**config.mk**
```make
export PLATFORM = sky130hd
export DESIGN_NAME = issue_stage
export DESIGN_NICKNAME = d
export VERILOG_FILES = /design/src/rtl/core_cfg_pkg.sv /design/src/rtl/issue_types_pkg.sv /design/src/rtl/dispatch_decode.sv /design/src/rtl/reservation_station.sv /design/src/rtl/issue_launch.sv /design/src/rtl/issue_stage.sv
export SDC_FILE = /design/constraint.sdc
export NUM_CORES = 2
export LEC_CHECK = 0
export BUFFER_PORTS_ARGS = -buffer_cell sky130_fd_sc_hd__buf_2
export CAP_MARGIN = 25
export CORE_ASPECT_RATIO = 0.5
export CORE_MARGIN = 2
export CORE_UTILIZATION = 35
export DETAILED_ROUTE_END_ITERATION = 7
export HOLD_SLACK_MARGIN = 0.03
export PLACE_DENSITY = 0.49
export SLEW_MARGIN = 20
export SYNTH_ARGS = -nofsm -noshare
export SYNTH_HDL_FRONTEND = slang
export SYNTH_SLANG_ARGS = --single-unit
```
**constraint.sdc**
```tcl
create_clock -name clk -period 22.6 [get_ports clk]
set_input_delay 3.39 -clock clk [delete_from_list [all_inputs] [get_ports clk]]
set_output_delay 3.39 -clock clk [all_outputs]
set_load 0.02 [all_outputs]
```
**src/rtl/core_cfg_pkg.sv**
```systemverilog
/* sizing constants for the issue stage and the
   rv32i opcode and funct7 values used by decode */
`default_nettype none

package core_cfg_pkg;

    // station geometry
    localparam int station_depth = 16;
    localparam int station_idx_w = $clog2(station_depth);

    // physical register space after rename
    localparam int num_phys_regs = 64;
    localparam int phys_tag_w = $clog2(num_phys_regs);

    // datapath and bookkeeping widths
    localparam int xlen = 32;
    localparam int order_w = 64;

    // major opcodes seen by the router
    localparam logic [6:0] op_jal = 7'b1101111;
    localparam logic [6:0] op_jalr = 7'b1100111;
    localparam logic [6:0] op_reg = 7'b0110011;
    localparam logic [6:0] op_load = 7'b0000011;
    localparam logic [6:0] op_store = 7'b0100011;
    localparam logic [6:0] op_atomic = 7'b0101111;

    // funct7 of the M extension under op_reg
    localparam logic [6:0] funct7_muldiv = 7'b0000001;

endpackage

`default_nettype wire

```
**src/rtl/issue_types_pkg.sv**
```systemverilog
/* physical tag type and the payloads carried by
   the alu and multiply stations and their launch ports */
`default_nettype none

package issue_types_pkg;

    // renamed register tag
    typedef logic [core_cfg_pkg::phys_tag_w-1:0] phys_tag_t;

    // alu side keeps pc and the raw word
    // execute re-decodes immediates from instr
    typedef struct packed {
        logic [core_cfg_pkg::xlen-1:0] pc;
        logic [core_cfg_pkg::xlen-1:0] instr;
        phys_tag_t rd;
        phys_tag_t rs1;
        phys_tag_t rs2;
        logic [core_cfg_pkg::order_w-1:0] order;
    } alu_entry_t;

    // multiply side only needs tags and the op select
    // funct3 picks mul, mulh, div, rem and friends
    typedef struct packed {
        phys_tag_t rd;
        phys_tag_t rs1;
        phys_tag_t rs2;
        logic [2:0] funct3;
        logic [core_cfg_pkg::order_w-1:0] order;
    } mul_entry_t;

endpackage

`default_nettype wire

```
**src/rtl/dispatch_decode.sv**
```systemverilog
/* dispatch decode: station routing, accept gate,
   jal target and instruction order counter */
`timescale 1ns/1ns
`default_nettype none

module dispatch_decode (
    input  wire logic clk,
    input  wire logic arst_n,
    input  wire logic flush,
    input  wire logic instr_valid,
    input  wire logic [core_cfg_pkg::xlen-1:0] instr_pc,
    input  wire logic [core_cfg_pkg::xlen-1:0] instr_word,
    input  wire issue_types_pkg::phys_tag_t rd_tag,
    input  wire issue_types_pkg::phys_tag_t rs1_tag,
    input  wire issue_types_pkg::phys_tag_t rs2_tag,
    input  wire logic alu_full,
    input  wire logic mul_full,
    output logic instr_ready,
    output logic alu_insert,
    output logic mul_insert,
    output logic jump_en,
    output logic [core_cfg_pkg::xlen-1:0] jump_pc,
    output issue_types_pkg::alu_entry_t alu_payload,
    output issue_types_pkg::mul_entry_t mul_payload
);

    logic [6:0] opcode;
    logic [6:0] funct7;
    logic accept;
    logic is_mul;
    logic is_mem;
    logic is_jal;
    logic [core_cfg_pkg::xlen-1:0] j_imm;
    logic [core_cfg_pkg::order_w-1:0] order_q;

    assign opcode = instr_word[6:0];
    assign funct7 = instr_word[31:25];

    // both stations must have room, one slot is enough for either
    assign instr_ready = !alu_full && !mul_full && !flush;
    assign accept = instr_valid && instr_ready;

    always_comb begin
        is_mul = 1'b0;
        is_mem = 1'b0;
        is_jal = 1'b0;
        case (opcode)
            core_cfg_pkg::op_reg: is_mul = funct7 == core_cfg_pkg::funct7_muldiv;
            core_cfg_pkg::op_jal: is_jal = 1'b1;
            // jalr target needs rs1, resolved in the alu
            core_cfg_pkg::op_jalr: is_jal = 1'b0;
            // no address unit here, taken and dropped
            core_cfg_pkg::op_load, core_cfg_pkg::op_store, core_cfg_pkg::op_atomic: is_mem = 1'b1;
            default: is_mem = 1'b0;
        endcase
    end

    // everything not mul and not memory goes to the alu, jal included
    assign alu_insert = accept && !is_mul && !is_mem;
    assign mul_insert = accept && is_mul;

    // j-immediate, bit 0 always zero
    assign j_imm = {{(core_cfg_pkg::xlen - 20){instr_word[31]}}, instr_word[19:12],
                    instr_word[20], instr_word[30:21], 1'b0};
    assign jump_en = accept && is_jal;
    assign jump_pc = jump_en ? instr_pc + j_imm : '0;

    always_comb begin
        alu_payload.pc = instr_pc;
        alu_payload.instr = instr_word;
        alu_payload.rd = rd_tag;
        alu_payload.rs1 = rs1_tag;
        alu_payload.rs2 = rs2_tag;
        alu_payload.order = order_q;
        mul_payload.rd = rd_tag;
        mul_payload.rs1 = rs1_tag;
        mul_payload.rs2 = rs2_tag;
        mul_payload.funct3 = instr_word[14:12];
        mul_payload.order = order_q;
    end

    // sequence number, counts dropped memory ops too
    always_ff @(posedge clk or negedge arst_n) begin
        if (!arst_n) begin
            order_q <= '0;
        end else if (flush) begin
            order_q <= '0;
        end else if (accept) begin
            order_q <= order_q + 1'b1;
        end
    end

endmodule

`default_nettype wire

```
**src/rtl/reservation_station.sv**
```systemverilog
/* reservation station with cdb wakeup, lowest-free allocation
   and highest-index ready select, payload type as parameter */
`timescale 1ns/1ns
`default_nettype none

module reservation_station #(
    parameter type entry_t = logic
) (
    input  wire logic clk,
    input  wire logic arst_n,
    input  wire logic flush,
    input  wire logic insert,
    input  wire entry_t insert_entry,
    input  wire issue_types_pkg::phys_tag_t src1_tag,
    input  wire issue_types_pkg::phys_tag_t src2_tag,
    input  wire logic src1_ready,
    input  wire logic src2_ready,
    input  wire logic cdb_valid,
    input  wire issue_types_pkg::phys_tag_t cdb_tag,
    input  wire logic take,
    output logic full,
    output logic pick_valid,
    output entry_t pick_entry
);

    localparam int depth = core_cfg_pkg::station_depth;

    // slot storage
    entry_t slot_entry [depth];
    issue_types_pkg::phys_tag_t slot_src1 [depth];
    issue_types_pkg::phys_tag_t slot_src2 [depth];
    logic [depth-1:0] slot_valid;
    logic [depth-1:0] slot_rdy1;
    logic [depth-1:0] slot_rdy2;

    // wakeup view including this cycle's broadcast
    logic [depth-1:0] wake1;
    logic [depth-1:0] wake2;
    logic [depth-1:0] ready_vec;
    logic ins_rdy1;
    logic ins_rdy2;

    logic [core_cfg_pkg::station_idx_w-1:0] pick_idx;
    logic [core_cfg_pkg::station_idx_w-1:0] free_idx;

    // incoming sources can be woken by the same broadcast
    assign ins_rdy1 = src1_ready || (cdb_valid && src1_tag == cdb_tag);
    assign ins_rdy2 = src2_ready || (cdb_valid && src2_tag == cdb_tag);

    always_comb begin
        for (int i = 0; i < depth; i++) begin
            wake1[i] = slot_rdy1[i] || (cdb_valid && slot_src1[i] == cdb_tag);
            wake2[i] = slot_rdy2[i] || (cdb_valid && slot_src2[i] == cdb_tag);
            ready_vec[i] = slot_valid[i] && wake1[i] && wake2[i];
        end
    end

    // highest ready index wins, later iterations override
    always_comb begin
        pick_valid = 1'b0;
        pick_idx = '0;
        for (int i = 0; i < depth; i++) begin
            if (ready_vec[i]) begin
                pick_valid = 1'b1;
                pick_idx = i[core_cfg_pkg::station_idx_w-1:0];
            end
        end
    end

    assign pick_entry = slot_entry[pick_idx];

    // lowest free slot, scan downward
    always_comb begin
        free_idx = '0;
        for (int i = depth - 1; i >= 0; i--) begin
            if (!slot_valid[i]) begin
                free_idx = i[core_cfg_pkg::station_idx_w-1:0];
            end
        end
    end

    assign full = &slot_valid;

    // occupancy
    // picked slot is valid, free slot is not, so no index clash
    always_ff @(posedge clk or negedge arst_n) begin
        if (!arst_n) begin
            slot_valid <= '0;
        end else if (flush) begin
            slot_valid <= '0;
        end else begin
            if (take && pick_valid) begin
                slot_valid[pick_idx] <= 1'b0;
            end
            if (insert) begin
                slot_valid[free_idx] <= 1'b1;
            end
        end
    end

    // ready bits latch the wakeup, new entry overrides its slot
    always_ff @(posedge clk) begin
        slot_rdy1 <= wake1;
        slot_rdy2 <= wake2;
        if (insert) begin
            slot_rdy1[free_idx] <= ins_rdy1;
            slot_rdy2[free_idx] <= ins_rdy2;
            slot_entry[free_idx] <= insert_entry;
            slot_src1[free_idx] <= src1_tag;
            slot_src2[free_idx] <= src2_tag;
        end
    end

endmodule

`default_nettype wire

```
**src/rtl/issue_launch.sv**
```systemverilog
/* launch side: two-stage alu issue pipeline and
   single-outstanding multiply control with busy flag */
`timescale 1ns/1ns
`default_nettype none

module issue_launch (
    input  wire logic clk,
    input  wire logic arst_n,
    input  wire logic flush,
    input  wire logic alu_pick_valid,
    input  wire issue_types_pkg::alu_entry_t alu_pick,
    input  wire logic mul_pick_valid,
    input  wire issue_types_pkg::mul_entry_t mul_pick,
    input  wire logic mul_done,
    output logic alu_take,
    output logic mul_take,
    output logic alu_issue_valid,
    output issue_types_pkg::alu_entry_t alu_issue_entry,
    output logic mul_issue_valid,
    output issue_types_pkg::mul_entry_t mul_issue_entry
);

    // first alu launch stage
    logic alu_s1_valid;
    issue_types_pkg::alu_entry_t alu_s1_entry;

    // one multiply in flight at a time
    logic mul_busy;

    // alu never stalls, every pick is taken
    assign alu_take = alu_pick_valid;

    // done cycle still counts as busy, next take one cycle later
    assign mul_take = mul_pick_valid && !mul_busy && !mul_done;

    always_ff @(posedge clk or negedge arst_n) begin
        if (!arst_n) begin
            alu_s1_valid <= 1'b0;
            alu_issue_valid <= 1'b0;
        end else if (flush) begin
            alu_s1_valid <= 1'b0;
            alu_issue_valid <= 1'b0;
        end else begin
            alu_s1_valid <= alu_take;
            alu_issue_valid <= alu_s1_valid;
        end
    end

    // payload follows the valid chain
    always_ff @(posedge clk) begin
        alu_s1_entry <= alu_pick;
        alu_issue_entry <= alu_s1_entry;
    end

    // launch pulse and busy tracking
    always_ff @(posedge clk or negedge arst_n) begin
        if (!arst_n) begin
            mul_busy <= 1'b0;
            mul_issue_valid <= 1'b0;
        end else if (flush) begin
            mul_busy <= 1'b0;
            mul_issue_valid <= 1'b0;
        end else begin
            mul_issue_valid <= mul_take;
            if (mul_take) begin
                mul_busy <= 1'b1;
            end else if (mul_done) begin
                mul_busy <= 1'b0;
            end
        end
    end

    // operand tags stay visible until the next launch
    always_ff @(posedge clk) begin
        if (mul_take) begin
            mul_issue_entry <= mul_pick;
        end
    end

endmodule

`default_nettype wire

```
**src/rtl/issue_stage.sv**
```systemverilog
/* issue stage top: decode, alu and multiply stations, launch */
`timescale 1ns/1ns
`default_nettype none

module issue_stage (
    input  wire logic clk,
    input  wire logic arst_n,
    input  wire logic flush,
    input  wire logic instr_valid,
    input  wire logic [core_cfg_pkg::xlen-1:0] instr_pc,
    input  wire logic [core_cfg_pkg::xlen-1:0] instr_word,
    input  wire issue_types_pkg::phys_tag_t rd_tag,
    input  wire issue_types_pkg::phys_tag_t rs1_tag,
    input  wire issue_types_pkg::phys_tag_t rs2_tag,
    input  wire logic rs1_ready,
    input  wire logic rs2_ready,
    input  wire logic cdb_valid,
    input  wire issue_types_pkg::phys_tag_t cdb_tag,
    input  wire logic mul_done,
    output logic instr_ready,
    output logic jump_en,
    output logic [core_cfg_pkg::xlen-1:0] jump_pc,
    output logic alu_issue_valid,
    output issue_types_pkg::alu_entry_t alu_issue_entry,
    output logic mul_issue_valid,
    output issue_types_pkg::mul_entry_t mul_issue_entry
);

    // decode to stations
    logic alu_insert;
    logic mul_insert;
    logic alu_full;
    logic mul_full;
    issue_types_pkg::alu_entry_t alu_payload;
    issue_types_pkg::mul_entry_t mul_payload;

    // stations to launch
    logic alu_pick_valid;
    logic mul_pick_valid;
    logic alu_take;
    logic mul_take;
    issue_types_pkg::alu_entry_t alu_pick;
    issue_types_pkg::mul_entry_t mul_pick;

    dispatch_decode i_dispatch_decode (
        .clk(clk),
        .arst_n(arst_n),
        .flush(flush),
        .instr_valid(instr_valid),
        .instr_pc(instr_pc),
        .instr_word(instr_word),
        .rd_tag(rd_tag),
        .rs1_tag(rs1_tag),
        .rs2_tag(rs2_tag),
        .alu_full(alu_full),
        .mul_full(mul_full),
        .instr_ready(instr_ready),
        .alu_insert(alu_insert),
        .mul_insert(mul_insert),
        .jump_en(jump_en),
        .jump_pc(jump_pc),
        .alu_payload(alu_payload),
        .mul_payload(mul_payload)
    );

    // same source tags and ready bits feed both stations
    reservation_station #(
        .entry_t(issue_types_pkg::alu_entry_t)
    ) i_alu_station (
        .clk(clk),
        .arst_n(arst_n),
        .flush(flush),
        .insert(alu_insert),
        .insert_entry(alu_payload),
        .src1_tag(rs1_tag),
        .src2_tag(rs2_tag),
        .src1_ready(rs1_ready),
        .src2_ready(rs2_ready),
        .cdb_valid(cdb_valid),
        .cdb_tag(cdb_tag),
        .take(alu_take),
        .full(alu_full),
        .pick_valid(alu_pick_valid),
        .pick_entry(alu_pick)
    );

    reservation_station #(
        .entry_t(issue_types_pkg::mul_entry_t)
    ) i_mul_station (
        .clk(clk),
        .arst_n(arst_n),
        .flush(flush),
        .insert(mul_insert),
        .insert_entry(mul_payload),
        .src1_tag(rs1_tag),
        .src2_tag(rs2_tag),
        .src1_ready(rs1_ready),
        .src2_ready(rs2_ready),
        .cdb_valid(cdb_valid),
        .cdb_tag(cdb_tag),
        .take(mul_take),
        .full(mul_full),
        .pick_valid(mul_pick_valid),
        .pick_entry(mul_pick)
    );

    issue_launch i_issue_launch (
        .clk(clk),
        .arst_n(arst_n),
        .flush(flush),
        .alu_pick_valid(alu_pick_valid),
        .alu_pick(alu_pick),
        .mul_pick_valid(mul_pick_valid),
        .mul_pick(mul_pick),
        .mul_done(mul_done),
        .alu_take(alu_take),
        .mul_take(mul_take),
        .alu_issue_valid(alu_issue_valid),
        .alu_issue_entry(alu_issue_entry),
        .mul_issue_valid(mul_issue_valid),
        .mul_issue_entry(mul_issue_entry)
    );

endmodule

`default_nettype wire

```
Word level (Yosys, flattened, before mapping). Memory sizes are Yosys's and may differ from the RTL's. A register that Yosys moved wholly into a read port is not among the register bits. Cells that the tools add are included.

Bits in registers: 310. Output and inout bits: 267. Memories kept: 6. Input bits: 96. Logic and storage cells: 467. Bits in writable memories: 4080.

Memories: i_alu_station.slot_entry (words 16, bits a word 146, read ports 1, clocked after Yosys merged registers in 1, wr ports 1, RTL line reservation_station.sv:29) `entry_t slot_entry [depth];`; i_mul_station.slot_entry (words 16, bits a word 85, read ports 1, clocked after Yosys merged registers in 1, wr ports 1, RTL line reservation_station.sv:29); i_alu_station.slot_src1 (words 16, bits a word 6, read ports 16, clocked after Yosys merged registers in 0, wr ports 1, RTL line reservation_station.sv:30) `issue_types_pkg::phys_tag_t slot_src1 [depth];`; i_alu_station.slot_src2 (words 16, bits a word 6, read ports 16, clocked after Yosys merged registers in 0, wr ports 1, RTL line reservation_station.sv:31) `issue_types_pkg::phys_tag_t slot_src2 [depth];`; i_mul_station.slot_src1 (words 16, bits a word 6, read ports 16, clocked after Yosys merged registers in 0, wr ports 1, RTL line reservation_station.sv:30); i_mul_station.slot_src2 (words 16, bits a word 6, read ports 16, clocked after Yosys merged registers in 0, wr ports 1, RTL line reservation_station.sv:31).

Muxes and demuxes: 134. Bitwise gates (word level): 6. Equality and inequality tests: 72. Reduce and logical (&&, ||, !) cells: 222. $lt $le $gt $ge: 8. Add/sub/neg operators: 2.

Operator list (count): $eq 6x6->1 (66); $mux 16 (12); $mux 4 (48); $logic_and 1x1->1 (144); $mux 64 (2); $logic_or 1x1->1 (66); $add 64x1->64 const B (1); $bwmux 16 (4); $mux 1 (51); $add 32x32->32 (1); $and 16x16->16 (2); $mux 32 (1); $not 16->16 (2); $or 16x16->16 (2); $reduce_and 16->1 (2); $mux 3 (8); $eq 7x6->1 const B (3); $lt 4x5->1 const B (4); $demux 1 s4 (4); $ge 4x1->1 const B (4); $mux 2 (4); $eq 7x1->1 const B (1); $eq 7x2->1 const B (1); $eq 7x7->1 const B (1); 4 further kinds (10).

Longest topological paths before layout. An unclocked memory read counts as a cell.

Depth after elaboration: 32. Depth in mapped cells: 18. Mapped depth without buffers: 12.

Cells and area by module. Synthesis repeated with hierarchy kept, for this count alone.

Cell total of the unflattened synthesis: 10344. Area, all modules: 174785.1 um^2.

Modules (own cells, without submodules): reservation_station (i_alu_station) (cells each 5432, area each 97418.4 um^2, seq. area each 76953.8 um^2, instances 1); reservation_station (i_mul_station) (cells each 3725, area each 62481.2 um^2, seq. area each 47645.7 um^2, instances 1); issue_launch (cells each 388, area each 8548.2 um^2, seq. area each 8498.2 um^2, instances 1); dispatch_decode (cells each 799, area each 6337.3 um^2, seq. area each 1601.5 um^2, instances 1).

Worst setup path before layout. OpenSTA, ideal clock, no wires.

Path kind: input to register. Start point: input flush. End point: register i_alu_station.slot_rdy1[5]. Path buffers: 1. Stages: 9. Required time: 21.888 ns. Library setup time: 0.712 ns. Slack: 0.609 ns. Data arrival time: 21.279 ns. Cells stage by stage: clkbuf_1 > inv_1 > o41ai_1 > nor3b_1 > nand3_1 > nor2_1 > nand2_1 > a2111oi_1 > a21oi_1.

Word-level cells in the longest chain between the ends: 6.

Ends and longest elaborated chain: start, declared (RTL line issue_stage.sv:8) `input wire logic flush,`; $logic_not 1->1 (RTL line dispatch_decode.sv:40) `assign instr_ready = !alu_full && !mul_full && !flush;`; $logic_and 1x1->1 (RTL line dispatch_decode.sv:40); $logic_and 1x1->1 (RTL line dispatch_decode.sv:41) `assign accept = instr_valid && instr_ready;`; $logic_and 1x1->1 (2 in series) (RTL line dispatch_decode.sv:59) `assign alu_insert = accept && !is_mul && !is_mem;`; $mux 16 (RTL line reservation_station.sv:105) `if (insert) begin`; end signal, assigned (RTL line reservation_station.sv:103) `slot_rdy1 <= wake1;`; end signal, assigned by index (RTL line reservation_station.sv:106) `slot_rdy1[free_idx] <= ins_rdy1;`; end, declared (RTL line reservation_station.sv:33) `logic [depth-1:0] slot_rdy1;`.

Every way passes these cells. A chain may end at the register's enable or synchronous reset.

Worst setup path in the final report.
Start point: input instr_word[22] in the netlist's numbering. End point: output jump_pc[20] in the netlist's numbering.

Word-level cells in the longest chain between the ends: 2.

Ends and longest elaborated chain: start, declared (RTL line issue_stage.sv:11) `input wire logic [core_cfg_pkg::xlen-1:0] instr_word,`; $add 32x32->32 (RTL line dispatch_decode.sv:66) `assign jump_pc = jump_en ? instr_pc + j_imm : '0;`; $mux 32 (RTL line dispatch_decode.sv:66); end, declared (RTL line issue_stage.sv:22) `output logic [core_cfg_pkg::xlen-1:0] jump_pc,`.

Every way passes these cells.

==> qor.csv <==
stage;metric;value;unit
status;status;completed;
logic_synthesis;syn_area;161400;sq um
route;wl_per_cell;29.73;um
sta;fin_crit;10.62;ns
sta;fin_setup_tns;0;ns
sta;slew_violations;0;
logic_synthesis;ys_warn_count;0;
global_route;grt_pass1_wl;713.0;mm
floorplan;fp.dieW;964.3;um
placement;gp_congestion;0.8424;
sta;rsz0062_at_grt;false;
cells_and_area;fin_util;0.4010;
route;first_iter_violations;10230;
pwr;irDropWorstVdd;0.06565;mV
cells_and_area;areaGrowthSynthToFinish;14.14;%
floorplan;die_y;484.2;um
logic_synthesis;async_flop_share;0.02360;
worst_setup_path;reg2reg_depth;12;
clocking;h-tree-depth;5;
cells_and_area;final_layout_size_suffix_gt1_frac;0.1348;
global_route;gr-total-overflow;0;
clocking;hold_buffers;0;
floorplan;io_pins;363;
placement;dp.final_hpwl;275.0;mm
worst_setup_path;endpoint;jump_pc[20];
worst_setup_path;crit_start;instr_word[22];
placement;place_ws;12.12;ns
sta;min_period_over_period;0.4700;
global_route;grt_pass1_vias;91060;
logic_synthesis;synth.avg_cell_area;15.84;sq um
route;topRoutingLayerUsed;met5;
logic_synthesis;syn_nets;10310;
logic_synthesis;yosysUniqueCellTypes;90;
cells_and_area;fin_nets;10790;
route;met1_length;229.6;mm
route;dr_total_vias;93430;
clocking;clock_latency;0.96;ns
worst_hold_path;hold_class;reg -> reg;
global_route;antenna_found_initial;63;
placement;dpl.cell_count;16400;
clocking;cts_resized;0;
placement;placed_area;170700;sq um
worst_setup_path;cp_max_fo;18;
pwr;p_leak;63.04;nW
route;via_per_inst;5.444;
route;wl_met3;32.44;mm
clocking;cts.root.buffer_cell;clkbuf_16;
sta;setup_viol;0;
clocking;post_cts.repair.setup_buffers;0;
worst_setup_path;cp-start-kind;primary input;
worst_setup_path;r2r_end;i_alu_station.slot_entry[14][118];
logic_synthesis;synth_ff_type;edfxtp_1;
cells_and_area;final_cells;17160;
clocking;clkSinkCount;4237;
clocking;cts_made_buffers;400;
sta;fmax;0.09414;GHz
placement;portBuffers;362;
global_route;grt_max_degree;153;
route;antenna_left;0;
sta;setup_ws;11.98;ns
clocking;clkTransAtPathRegs;0.06;ns
floorplan;core;459400;sq um
worst_setup_path;criticalPathCategory;in -> out;
worst_setup_path;cp-end-kind;primary output;
cells_and_area;final_cell_mix;3,781 x edfxtp_1, 1,437 x nand2_1, 716 x mux2i_1;
logic_synthesis;seq_area_frac_synth;0.7632;
sta;hold_violations;0;
route;wl;510.2;mm
logic_synthesis;synth_area_leaders;edfxtp_1 70%, mux2i_1 4.4%, dfxtp_1 4.4%;
logic_synthesis;synth_top_cell_area_share;0.7036;
worst_setup_path;cp_data_required_time;19.21;ns
run;maxCapViolations;0;
logic_synthesis;synthCells;10190;
clocking;clockBufferDepth;4;
floorplan;design.die.area;466900;sq um
floorplan;rows;176;
clocking;cts_tree;done;
cells_and_area;finish.instance_area;184200;sq um
sta;max_slew_margin;0.1735;
route;drc;0;
worst_setup_path;r2r-start;i_mul_station.slot_valid[1];
logic_synthesis;ys_ff_latch;4237;
global_route;grt_use_total;0.2115;
logic_synthesis;synth_edf_count;3781;
worst_hold_path;whs_path_depth;0;
worst_setup_path;rrSetupSlack;15.83;ns
sta;clock_skew;0.08538;ns
sta;worst_slew_pin_slew;1.240;ns
floorplan;start_util;0.3513;
logic_synthesis;synth_top_area_cell;edfxtp_1;
route;drtPass1Iterations;8;
pwr;p_per_area;86.18;nW/um^2
worst_setup_path;cp.arrival;7.23;ns
route;met2WireLength;236.6;mm
cells_and_area;mostFrequentLayoutCell;edfxtp_1;
-- worst max-delay path, cell delays in order --
cell	delay, ns
buf_2	0.30
ha_1	0.30
a21o_1	0.19
a21o_1	0.21
a2111oi_0	0.85
o21bai_1	0.18
a21oi_1	0.35
o31ai_1	0.15
a221o_1	0.34
a21oi_1	0.17
xor2_1	0.11
nor2_1	0.40
buf_2	0.26
-- stage by stage --
stage	power [mW]	hold WS, ns
2_1_floorplan	8.880	0.3096
5_1_grt	16.33	0.3281
4_1_cts	16.00	0.3217
3_5_place_dp	9.058	0.3121
6_report	15.87	0.3259
3_3_place_gp	9.055	0.3103
-- flip-flops by register name, summed over array words and instances (netlist names) --
signal,cells
i_dispatch_decode.order_q,64
i_mul_station.slot_rdy2,16
i_issue_launch.alu_issue_valid,1
i_issue_launch.mul_issue_entry,85
i_issue_launch.alu_s1_entry,146
i_mul_station.slot_entry,1330
i_alu_station.slot_rdy2,16
i_issue_launch.mul_busy,1
i_mul_station.slot_src2,30
i_mul_station.slot_valid,16
i_issue_launch.alu_s1_valid,1
i_alu_station.slot_rdy1,16
i_issue_launch.alu_issue_entry,146
i_issue_launch.mul_issue_valid,1
i_mul_station.slot_rdy1,16
i_alu_station.slot_valid,16
i_alu_station.slot_entry,2336
-- power breakdown --
group          internal (mW)  total, mW  switching (mW)  leakage [nW]
Sequential              8.51       8.54          0.0254          40.8
Clock                   3.96       6.99            3.02          6.64
Combinational         0.0987      0.350           0.251          15.6
Total                   12.6       15.9            3.30          63.0
-- synth_stat cells, types with 20 or more instances --
master     instances
nand4_1           85
o21ai_0           40
nor4_1            30
xor2_1           359
inv_1             60
a222oi_1         158
mux2i_1          716
clkbuf_1         224
dfxtp_1          356
edfxtp_1        3781
buf_6             46
a2111oi_2         84
buf_4             64
o22ai_1          260
nor3_1            86
a21oi_1          698
ha_1              31
o221ai_1          77
buf_1             37
buf_2            178
nand3_1          145
a41o_1            45
mux2_2            79
a221oi_1         135
nand2_1         1438
a22oi_1           20
dfrtp_1          100
nor2_1           291
xnor2_1          122
and3_1            48
a211oi_1          41
or4_1             83
-- how the worst min path moves through the flow --
stage,startpoint,endpoint
2_1_floorplan,i_issue_launch.alu_s1_entry[0],i_issue_launch.alu_issue_entry[0]
3_3_place_gp,i_issue_launch.alu_s1_entry[143],i_issue_launch.alu_issue_entry[143]
3_5_place_dp,i_issue_launch.alu_s1_entry[141],i_issue_launch.alu_issue_entry[141]
4_1_cts,i_issue_launch.alu_s1_entry[123],i_issue_launch.alu_issue_entry[123]
5_1_grt,i_issue_launch.alu_s1_entry[1],i_issue_launch.alu_issue_entry[1]
6_report,i_issue_launch.alu_s1_entry[68],i_issue_launch.alu_issue_entry[68]
-- layout make-up --
type,count,area [sq um]
inverter,60,267.8
sequential,4237,123200
clock inverter,184,1961
timing repair buffer,629,4106
multi-input combinational,5338,35490
antenna,15,37.54
fill,42330,275200
tap,6141,7684
clock buffer,558,11480
-- routing by layer --
| metal | vias to the layer above | GRT usage |
|---|---|---|
| met2 | 3133 | 0.3398 |
| li1 | 40390 | - |
| met4 | 26 | 0.04539 |
| met3 | 656 | 0.03033 |
| met1 | 49230 | 0.3066 |
| met5 | - | 0 |
-- kinds of logic after synthesis --
group | Yosys count | synth area share
muxes | 795 | 0.04992
AOI/OAI and AO/OA | 1731 | 0.07693
adders and majority gates | 32 | 0.002528
and+or+nand+nor | 2299 | 0.06203
DFF | 4237 | 0.7632
buffers and inverters | 610 | 0.01927
xor gates and xnor gates | 481 | 0.02610
(Power assumes the default switching activity.)
